[src/lsu_params.svh]
// lsu width, byte-enable, outstanding-depth and counter-width macros
`ifndef LSU_PARAMS_SVH
`define LSU_PARAMS_SVH

////////////////////////////////////////
// datapath widths
////////////////////////////////////////

// data and address word
`define LSU_DW 32

// one enable per byte lane
`define LSU_BEW 4

////////////////////////////////////////
// bus pipelining
////////////////////////////////////////

// max transactions in flight on the data bus
`define LSU_DEPTH 2

// outstanding counter, must hold 0..LSU_DEPTH
`define LSU_CNTW 2

`endif

[src/lsu_pkg.sv]
// lsu package: size and extension enums, word and be types, request, bus and writeback structs
`default_nettype none

`include "lsu_params.svh"

package lsu_pkg;

  typedef logic [`LSU_DW-1:0]  lsu_word_t;  // data or address word
  typedef logic [`LSU_BEW-1:0] lsu_be_t;    // byte enables, bit i = lane i

  // access size, encoding as in the core decoder
  typedef enum logic [1:0] {
    SIZE_WORD = 2'b00,
    SIZE_HALF = 2'b01,
    SIZE_BYTE = 2'b10   // 2'b11 decodes as byte as well
  } lsu_size_e;

  // load extension of half and byte results
  typedef enum logic [1:0] {
    EXT_ZERO = 2'b00,
    EXT_SIGN = 2'b01,   // also taken for the spare code 2'b11
    EXT_ONES = 2'b10
  } lsu_ext_e;

  ////////////////////////////////////////
  // request from the ex stage
  ////////////////////////////////////////
  typedef struct packed {
    logic       we;          // 1 = store
    lsu_size_e  size;
    lsu_ext_e   ext;
    logic [1:0] reg_offset;  // byte offset of store data inside the register
    lsu_word_t  wdata;
    lsu_word_t  operand_a;   // base address
    lsu_word_t  operand_b;   // offset, only with use_incr
    logic       use_incr;    // address = a + b, else a
  } lsu_req_t;

  // bus address phase
  typedef struct packed {
    lsu_word_t addr;
    logic      we;
    lsu_be_t   be;
    lsu_word_t wdata;  // already rotated into byte lanes
  } lsu_bus_req_t;

  // what writeback needs to know once the response arrives
  typedef struct packed {
    lsu_size_e  size;
    logic [1:0] offset;  // low address bits of the access
    lsu_ext_e   ext;
    logic       we;
  } lsu_wb_ctrl_t;

endpackage

`default_nettype wire

[src/lsu_issue_ctrl.sv]
// transaction issue: outstanding counter, request gating, bus drive, ready and busy generation
`default_nettype none

`include "lsu_params.svh"

module lsu_issue_ctrl (
  input  logic                  clk,
  input  logic                  rst_n,
  input  logic                  req_valid_i,
  input  lsu_pkg::lsu_bus_req_t bus_req_i,
  input  logic                  data_gnt_i,
  input  logic                  data_rvalid_i,
  output logic                  data_req_o,
  output lsu_pkg::lsu_bus_req_t data_bus_o,
  output logic                  ctrl_update_o,  // ex request moves on to writeback
  output logic                  ready_ex_o,
  output logic                  ready_wb_o,
  output logic                  busy_o
);

  localparam logic [`LSU_CNTW-1:0] DEPTH    = `LSU_DEPTH;
  localparam logic [`LSU_CNTW-1:0] CNT_ZERO = '0;
  localparam logic [`LSU_CNTW-1:0] CNT_ONE  = 1;

  logic [`LSU_CNTW-1:0] cnt_q;  // accepted requests still waiting for rvalid
  logic [`LSU_CNTW-1:0] cnt_d;
  logic                 trans_valid;
  logic                 accepted;   // req and gnt in the same cycle

  ////////////////////////////////////////
  // request side
  ////////////////////////////////////////
  assign trans_valid = req_valid_i && (cnt_q < DEPTH);  // no combinational path from rvalid
  assign accepted    = trans_valid && data_gnt_i;

  assign data_req_o = trans_valid;
  assign data_bus_o = bus_req_i;  // held stable by the ex stage until ready_ex_o

  // wb free when empty, else when its response shows up
  assign ready_wb_o = (cnt_q == CNT_ZERO) ? 1'b1 : data_rvalid_i;

  // ex and wb advance in lock step once wb is occupied
  always_comb begin
    if (!req_valid_i) begin
      ready_ex_o = 1'b1;
    end else if (cnt_q == CNT_ZERO) begin
      ready_ex_o = accepted;
    end else if (cnt_q == CNT_ONE) begin
      ready_ex_o = accepted && data_rvalid_i;
    end else begin
      ready_ex_o = data_rvalid_i;  // full, request was granted earlier
    end
  end

  assign ctrl_update_o = ready_ex_o && req_valid_i;
  assign busy_o        = (cnt_q != CNT_ZERO) || trans_valid;

  ////////////////////////////////////////
  // outstanding counter
  ////////////////////////////////////////
  always_comb begin
    case ({accepted, data_rvalid_i})
      2'b10:   cnt_d = cnt_q + 1'b1;
      2'b01:   cnt_d = cnt_q - 1'b1;
      default: cnt_d = cnt_q;  // idle, or one in and one out
    endcase
  end

  always_ff @(posedge clk or negedge rst_n) begin
    if (!rst_n) begin
      cnt_q <= '0;
    end else begin
      cnt_q <= cnt_d;
    end
  end

endmodule

`default_nettype wire

[src/lsu_rdata_align.sv]
// read-data alignment: writeback control register, lane select, split-load join, extension, hold
`default_nettype none

module lsu_rdata_align (
  input  logic                  clk,
  input  logic                  rst_n,
  input  logic                  ctrl_update_i,
  input  lsu_pkg::lsu_wb_ctrl_t wb_next_i,
  input  logic                  misaligned_i,  // first phase of a split load is returning
  input  logic                  data_rvalid_i,
  input  lsu_pkg::lsu_word_t    data_rdata_i,
  output lsu_pkg::lsu_word_t    rdata_o
);

  lsu_pkg::lsu_wb_ctrl_t wb_q;     // control of the access now in writeback
  lsu_pkg::lsu_word_t    rdata_q;  // first-phase word or last result
  lsu_pkg::lsu_word_t    word_al;  // word after joining split halves
  lsu_pkg::lsu_word_t    result;
  logic [15:0]           half_raw;
  logic [7:0]            byte_raw;

  // bit to fill the upper result bits with
  function automatic logic fill_bit(lsu_pkg::lsu_ext_e ext, logic msb);
    case (ext)
      lsu_pkg::EXT_ZERO: return 1'b0;
      lsu_pkg::EXT_ONES: return 1'b1;
      default:           return msb;  // sign
    endcase
  endfunction

  // capture on the cycle the request leaves ex
  always_ff @(posedge clk or negedge rst_n) begin
    if (!rst_n) begin
      wb_q <= '0;
    end else if (ctrl_update_i) begin
      wb_q <= wb_next_i;
    end
  end

  ////////////////////////////////////////
  // lane select
  ////////////////////////////////////////
  always_comb begin
    case (wb_q.offset)  // for nonzero offset low bytes come from the held first word
      2'b00:   word_al = data_rdata_i;
      2'b01:   word_al = {data_rdata_i[7:0],  rdata_q[31:8]};
      2'b10:   word_al = {data_rdata_i[15:0], rdata_q[31:16]};
      default: word_al = {data_rdata_i[23:0], rdata_q[31:24]};
    endcase
  end

  always_comb begin
    case (wb_q.offset)
      2'b00:   half_raw = data_rdata_i[15:0];
      2'b01:   half_raw = data_rdata_i[23:8];
      2'b10:   half_raw = data_rdata_i[31:16];
      default: half_raw = {data_rdata_i[7:0], rdata_q[31:24]};  // straddles two words
    endcase
  end

  assign byte_raw = data_rdata_i[8*wb_q.offset +: 8];

  ////////////////////////////////////////
  // extension
  ////////////////////////////////////////
  always_comb begin
    case (wb_q.size)
      lsu_pkg::SIZE_WORD: result = word_al;
      lsu_pkg::SIZE_HALF: result = {{16{fill_bit(wb_q.ext, half_raw[15])}}, half_raw};
      default:            result = {{24{fill_bit(wb_q.ext, byte_raw[7])}}, byte_raw};
    endcase
  end

  // stores leave the held value alone
  always_ff @(posedge clk or negedge rst_n) begin
    if (!rst_n) begin
      rdata_q <= '0;
    end else if (data_rvalid_i && !wb_q.we) begin
      if (misaligned_i) begin
        rdata_q <= data_rdata_i;  // raw word, joined on the second response
      end else begin
        rdata_q <= result;
      end
    end
  end

  assign rdata_o = data_rvalid_i ? result : rdata_q;  // live in the rvalid cycle, then held

endmodule

`default_nettype wire

[src/lsu_req_decode.sv]
// request decode: address generation, misalignment detection, byte enables, store-data rotation
`default_nettype none

module lsu_req_decode (
  input  logic                  req_valid_i,
  input  lsu_pkg::lsu_req_t     req_i,
  input  logic                  misaligned_ex_i,  // second phase of a split access
  output lsu_pkg::lsu_bus_req_t bus_req_o,
  output lsu_pkg::lsu_wb_ctrl_t wb_next_o,
  output logic                  misaligned_o
);

  lsu_pkg::lsu_word_t addr;       // effective byte address
  logic [1:0]         off;        // byte offset inside the word
  logic [1:0]         wdata_rot;  // lane rotation of store data
  lsu_pkg::lsu_be_t   be;
  lsu_pkg::lsu_word_t wdata;

  ////////////////////////////////////////
  // address
  ////////////////////////////////////////
  assign addr = req_i.use_incr ? (req_i.operand_a + req_i.operand_b) : req_i.operand_a;
  assign off  = addr[1:0];

  ////////////////////////////////////////
  // byte enables
  ////////////////////////////////////////
  always_comb begin
    case (req_i.size)
      lsu_pkg::SIZE_WORD: begin
        if (!misaligned_ex_i) begin
          case (off)  // upper part of the word lands in this access
            2'b00:   be = 4'b1111;
            2'b01:   be = 4'b1110;
            2'b10:   be = 4'b1100;
            default: be = 4'b1000;
          endcase
        end else begin
          case (off)  // remaining low lanes of the next word
            2'b00:   be = 4'b0000;  // never split, kept for completeness
            2'b01:   be = 4'b0001;
            2'b10:   be = 4'b0011;
            default: be = 4'b0111;
          endcase
        end
      end
      lsu_pkg::SIZE_HALF: begin
        if (!misaligned_ex_i) begin
          case (off)
            2'b00:   be = 4'b0011;
            2'b01:   be = 4'b0110;
            2'b10:   be = 4'b1100;
            default: be = 4'b1000;  // offset 3, high byte follows
          endcase
        end else begin
          be = 4'b0001;  // only lane 0 left over
        end
      end
      default: begin  // byte, both upper codes
        case (off)
          2'b00:   be = 4'b0001;
          2'b01:   be = 4'b0010;
          2'b10:   be = 4'b0100;
          default: be = 4'b1000;
        endcase
      end
    endcase
  end

  // store data moves from its register offset to the address offset
  assign wdata_rot = off - req_i.reg_offset;

  always_comb begin
    case (wdata_rot)
      2'b00:   wdata = req_i.wdata;
      2'b01:   wdata = {req_i.wdata[23:0], req_i.wdata[31:24]};
      2'b10:   wdata = {req_i.wdata[15:0], req_i.wdata[31:16]};
      default: wdata = {req_i.wdata[7:0],  req_i.wdata[31:8]};
    endcase
  end

  // split access: word off alignment, or half straddling lanes 3 and 0
  always_comb begin
    misaligned_o = 1'b0;
    if (req_valid_i && !misaligned_ex_i) begin
      case (req_i.size)
        lsu_pkg::SIZE_WORD: misaligned_o = (off != 2'b00);
        lsu_pkg::SIZE_HALF: misaligned_o = (off == 2'b11);
        default:            misaligned_o = 1'b0;  // bytes never split
      endcase
    end
  end

  always_comb begin
    bus_req_o.addr  = misaligned_ex_i ? {addr[31:2], 2'b00} : addr;  // 2nd phase word aligned
    bus_req_o.we    = req_i.we;
    bus_req_o.be    = be;
    bus_req_o.wdata = wdata;
    wb_next_o.size   = req_i.size;
    wb_next_o.offset = off;
    wb_next_o.ext    = req_i.ext;
    wb_next_o.we     = req_i.we;
  end

endmodule

`default_nettype wire

[src/lsu_top.sv]
// lsu top level: request decode, transaction issue and read-data alignment
`default_nettype none

module lsu_top (
  input  logic                  clk,
  input  logic                  rst_n,
  // ex stage
  input  logic                  req_valid_i,
  input  lsu_pkg::lsu_req_t     req_i,
  input  logic                  misaligned_ex_i,
  output logic                  ready_ex_o,
  output logic                  ready_wb_o,
  output logic                  busy_o,
  output logic                  misaligned_o,
  output lsu_pkg::lsu_word_t    rdata_o,
  // data bus
  output logic                  data_req_o,
  output lsu_pkg::lsu_bus_req_t data_bus_o,
  input  logic                  data_gnt_i,
  input  logic                  data_rvalid_i,
  input  lsu_pkg::lsu_word_t    data_rdata_i
);

  lsu_pkg::lsu_bus_req_t bus_req;
  lsu_pkg::lsu_wb_ctrl_t wb_next;
  logic                  ctrl_update;
  logic                  misaligned_any;  // either phase of a split access

  assign misaligned_any = misaligned_ex_i | misaligned_o;

  lsu_req_decode u_decode (
    .req_valid_i     (req_valid_i),
    .req_i           (req_i),
    .misaligned_ex_i (misaligned_ex_i),
    .bus_req_o       (bus_req),
    .wb_next_o       (wb_next),
    .misaligned_o    (misaligned_o)
  );

  lsu_issue_ctrl u_issue (
    .clk           (clk),
    .rst_n         (rst_n),
    .req_valid_i   (req_valid_i),
    .bus_req_i     (bus_req),
    .data_gnt_i    (data_gnt_i),
    .data_rvalid_i (data_rvalid_i),
    .data_req_o    (data_req_o),
    .data_bus_o    (data_bus_o),
    .ctrl_update_o (ctrl_update),
    .ready_ex_o    (ready_ex_o),
    .ready_wb_o    (ready_wb_o),
    .busy_o        (busy_o)
  );

  lsu_rdata_align u_align (
    .clk           (clk),
    .rst_n         (rst_n),
    .ctrl_update_i (ctrl_update),
    .wb_next_i     (wb_next),
    .misaligned_i  (misaligned_any),
    .data_rvalid_i (data_rvalid_i),
    .data_rdata_i  (data_rdata_i),
    .rdata_o       (rdata_o)
  );

endmodule

`default_nettype wire

[config.mk]
export PLATFORM = sky130hd
export DESIGN_NAME = lsu_top
export DESIGN_NICKNAME = d
export VERILOG_FILES = /design/src/lsu_pkg.sv /design/src/lsu_issue_ctrl.sv /design/src/lsu_rdata_align.sv /design/src/lsu_req_decode.sv /design/src/lsu_top.sv
export VERILOG_INCLUDE_DIRS = /design/src
export SDC_FILE = /design/constraint.sdc
export NUM_CORES = 1
export LEC_CHECK = 0
export BUFFER_PORTS_ARGS = -buffer_cell sky130_fd_sc_hd__buf_2
export CAP_MARGIN = 20
export CELL_PAD_IN_SITES_DETAIL_PLACEMENT = 1
export CELL_PAD_IN_SITES_GLOBAL_PLACEMENT = 2
export CORE_ASPECT_RATIO = 0.75
export CORE_MARGIN = 1
export CORE_UTILIZATION = 30
export CTS_BUF_LIST = sky130_fd_sc_hd__clkbuf_8
export DETAILED_ROUTE_END_ITERATION = 7
export PLACE_DENSITY_LB_ADDON = 0.2
export SLEW_MARGIN = 20
export SYNTH_ARGS = -nofsm -noshare
export SYNTH_HDL_FRONTEND = slang
export SYNTH_SLANG_ARGS = --single-unit
export TNS_END_PERCENT = 50
[constraint.sdc]
create_clock -name clk -period 5.55 [get_ports clk]
set_clock_uncertainty 0.2 [all_clocks]
set_input_delay 0.555 -clock clk [delete_from_list [all_inputs] [get_ports clk]]
set_output_delay 0.555 -clock clk [all_outputs]
set_load 0.05 [all_outputs]
==> flow_metrics.tcl <==
set metrics [dict create \
    status "completed" \
    ctsResizeCount 0 \
    cp_data_required_time_ns 4.80 \
    ant_nets 0 \
    ir_drop_mv 0.199 \
    slew_headroom_pct 41.1 \
    die_h_um 133 \
    comb_power_share_pct 78.3 \
    layout.nets 1291 \
    synth_nets 1091 \
    die_w_um 176 \
    synth_largest_area_cell "dfrtp_1" \
    htreeDepth 2 \
    area_growth_syn_to_layout_pct 22.7 \
    via_per_inst 5.41 \
    dr_total_vias 7586 \
    cts-buffers-inserted 5 \
    drv_cap 0 \
    clock-sinks 41 \
    clkTransAtPathRegs_ns 0.09 \
    cts_tree "yes" \
    yosysTopAreaCellShare_pct 15.0 \
    yosysMostFrequentCell "a21oi_1" \
    wl_per_cell_um 18.7 \
    worstMarginPinSlew_ns 0.883 \
    synthTopCellsByArea "dfrtp_1 15%, mux2i_1 12%, ha_1 8.1%, a21oi_1 7.3%, mux2_2 5.6%" \
    stdcell_area_sq_um 8370 \
    cts-root-buf "clkbuf_8" \
    drt-total-wl_um 26200 \
    ys_seq_elements 41 \
    core-area_sq_um 22200 \
    grt_setup_unrepaired "false" \
    critical_path_class "primary input to output pin" \
    final_util_pct 37.8 \
    yosysWarnings 0 \
    avgSynthCellArea_sq_um 7.55 \
    layout-drive-gt1-share_pct 29.9 \
    power.density_nw_per_um2 489 \
    reg2reg_setup_slack_ns 2.44 \
    power_frac_seq_pct 16.7 \
    holdWs_ns 0.139 \
    slew_violations 0 \
    period_share_pct 78.3 \
    fin_tns_setup_ns 0 \
    hold_violations 0 \
    synth_cells 904 \
    critical_path.endpoint_type "output pin" \
    grt_first_pass_wirelength_um 41500 \
    p_sw_mw 2.53 \
    drtPass1Iterations 4 \
    yosysUniqueCellTypes 61 \
    worstSetupStartpointType "primary input" \
    drtIter0Drc 351 \
    place_hpwl_um 20300 \
    min_path_type "primary input to asynchronous set/reset pin" \
    place_ws_ns 1.15 \
    fillers 2838 \
    num_rows 47 \
    hold_buffers 0 \
    synth_common_cells "100 x a21oi_1, 94 x nor2_1, 86 x nand2_1, 81 x mux2i_1, 69 x o21ai_0" \
    post-cts-setup-buffers 0 \
    grt_max_degree 67 \
    insertion_delay_ns 0.31 \
    io_pins 248 \
    post_dp_cell_area_sq_um 8280 \
    gp_congestion 0.813 \
    async_reset_ff_share_pct 100 \
    port_buffers 247 \
    period_minus_slack_ns 4.35 \
    drc_errors 0 \
    final.setup.worst_slack_ns 1.20 \
    power.leakage_nw 4.05 \
    start_util_pct 30.8 \
    antenna_found_initial 3 \
    p_int_mw 1.56 \
    fmax_mhz 230 \
    grt_use_total_pct 22.1 \
    pwr-share-clk_pct 5.0 \
    overflow 0 \
    path_max_fanout 9 \
    syn_area_sq_um 6820 \
    ys_seq_area_share_pct 15.0 \
    clk_path_buf_depth 2 \
    synth-edff-count 0 \
    cp.arrival_ns 3.59 \
    setup_viol 0 \
    sw_frac_of_total_pct 61.7 \
    grt_pass1_vias 7481 \
    synth-main-ff-cell "dfrtp_1" \
    die-area_sq_um 23400 \
]
## flip-flops by register name, indices dropped and copies added, names as in the netlist
register and count:
u_align.wb_q 7, u_issue.cnt_q 2, u_align.rdata_q 32
## critical path, stage by stage
cell and delay, ns:
buf_2 0.10, ha_1 0.27, mux2i_1 0.62, ha_1 0.29, xnor2_1 0.23, xor2_2 0.56
buf_4 0.32, mux2i_1 0.27, mux2i_1 0.11, buf_2 0.25
## logic make-up after synthesis
kind of cell             count (synthesis)  synth area share [%]
flip-flops                              41                  15.0
XOR/XNOR                                30                  3.85
adder cells (fa/ha/maj)                 45                  8.36
AND/OR/NAND/NOR                        254                  16.5
multiplexers                           129                  22.0
AO/OA/AOI/OAI                          314                  28.9
buffers and inverters                   91                  5.34
## final timing paths
kind | from | endpoint | cells past startpoint
max | req_i[1] | data_bus_o[25] | 10
min | rst_n | u_align.rdata_q[0] | 2
max reg2reg | u_align.wb_q[4] | u_align.rdata_q[7] | 9
min reg2reg | u_align.rdata_q[5] | u_align.rdata_q[5] | 2
max in group asynchronous | rst_n | u_align.wb_q[3] | 2
min in group clk | req_i[99] | u_align.wb_q[1] | 2
## stage by stage
step | instances | total power, mW
detailed placement | 1391 | 3.91
finish | 1401 | 4.09
floorplan | 904 | 3.09
CTS | 1399 | 4.13
global route | 1400 | 4.42
global placement | 1391 | 3.87
## power groups by stage
stage	Sequential, mW	Clock (mW)	Combinational (mW)
2_1_floorplan	0.545	0	2.54
3_3_place_gp	0.683	0	3.19
3_5_place_dp	0.690	0	3.22
4_1_cts	0.683	0.214	3.23
5_1_grt	0.716	0.225	3.48
6_report	0.685	0.204	3.20
## layout by cell type (no fill, tap or decap), types with 6 or more instances in the layout
| cell | instances |
|---|---|
| nor2b_1 | 19 |
| nor2_1 | 92 |
| inv_1 | 26 |
| buf_4 | 14 |
| xor2_1 | 8 |
| nand2b_1 | 8 |
| ha_1 | 44 |
| mux2i_1 | 81 |
| a31oi_1 | 8 |
| mux4_2 | 13 |
| dfrtp_1 | 39 |
| o21a_1 | 9 |
| a21oi_1 | 100 |
| o221ai_1 | 7 |
| mux2_2 | 34 |
| o22ai_1 | 6 |
| o211ai_1 | 12 |
| nand3_1 | 17 |
| a211oi_1 | 29 |
| buf_2 | 247 |
| a21o_1 | 32 |
| o21ai_0 | 69 |
| xnor2_1 | 20 |
| nand2_1 | 86 |
## layer usage
metal / track usage (%) / wire, um
met1: 31.6 / 12800
met2: 35.1 / 11600
met3: 3.62 / 1460
met4: 3.38 / 314
met5: 0 / 8
## area by class of cell
type / instances / area (sq um) / share of cell area, %
diodes: 2 / 5.00 / 0.0598
clock buffers: 5 / 68.8 / 0.822
clock inverters: 3 / 11.3 / 0.135
inverters: 23 / 86.3 / 1.03
multi-input cells: 772 / 5460 / 65.2
flip-flops and latches: 41 / 1030 / 12.3
well taps: 294 / 368 / 4.40
repair buffers: 261 / 1340 / 16.0
No activity file was read; power rests on OpenSTA's default activity.
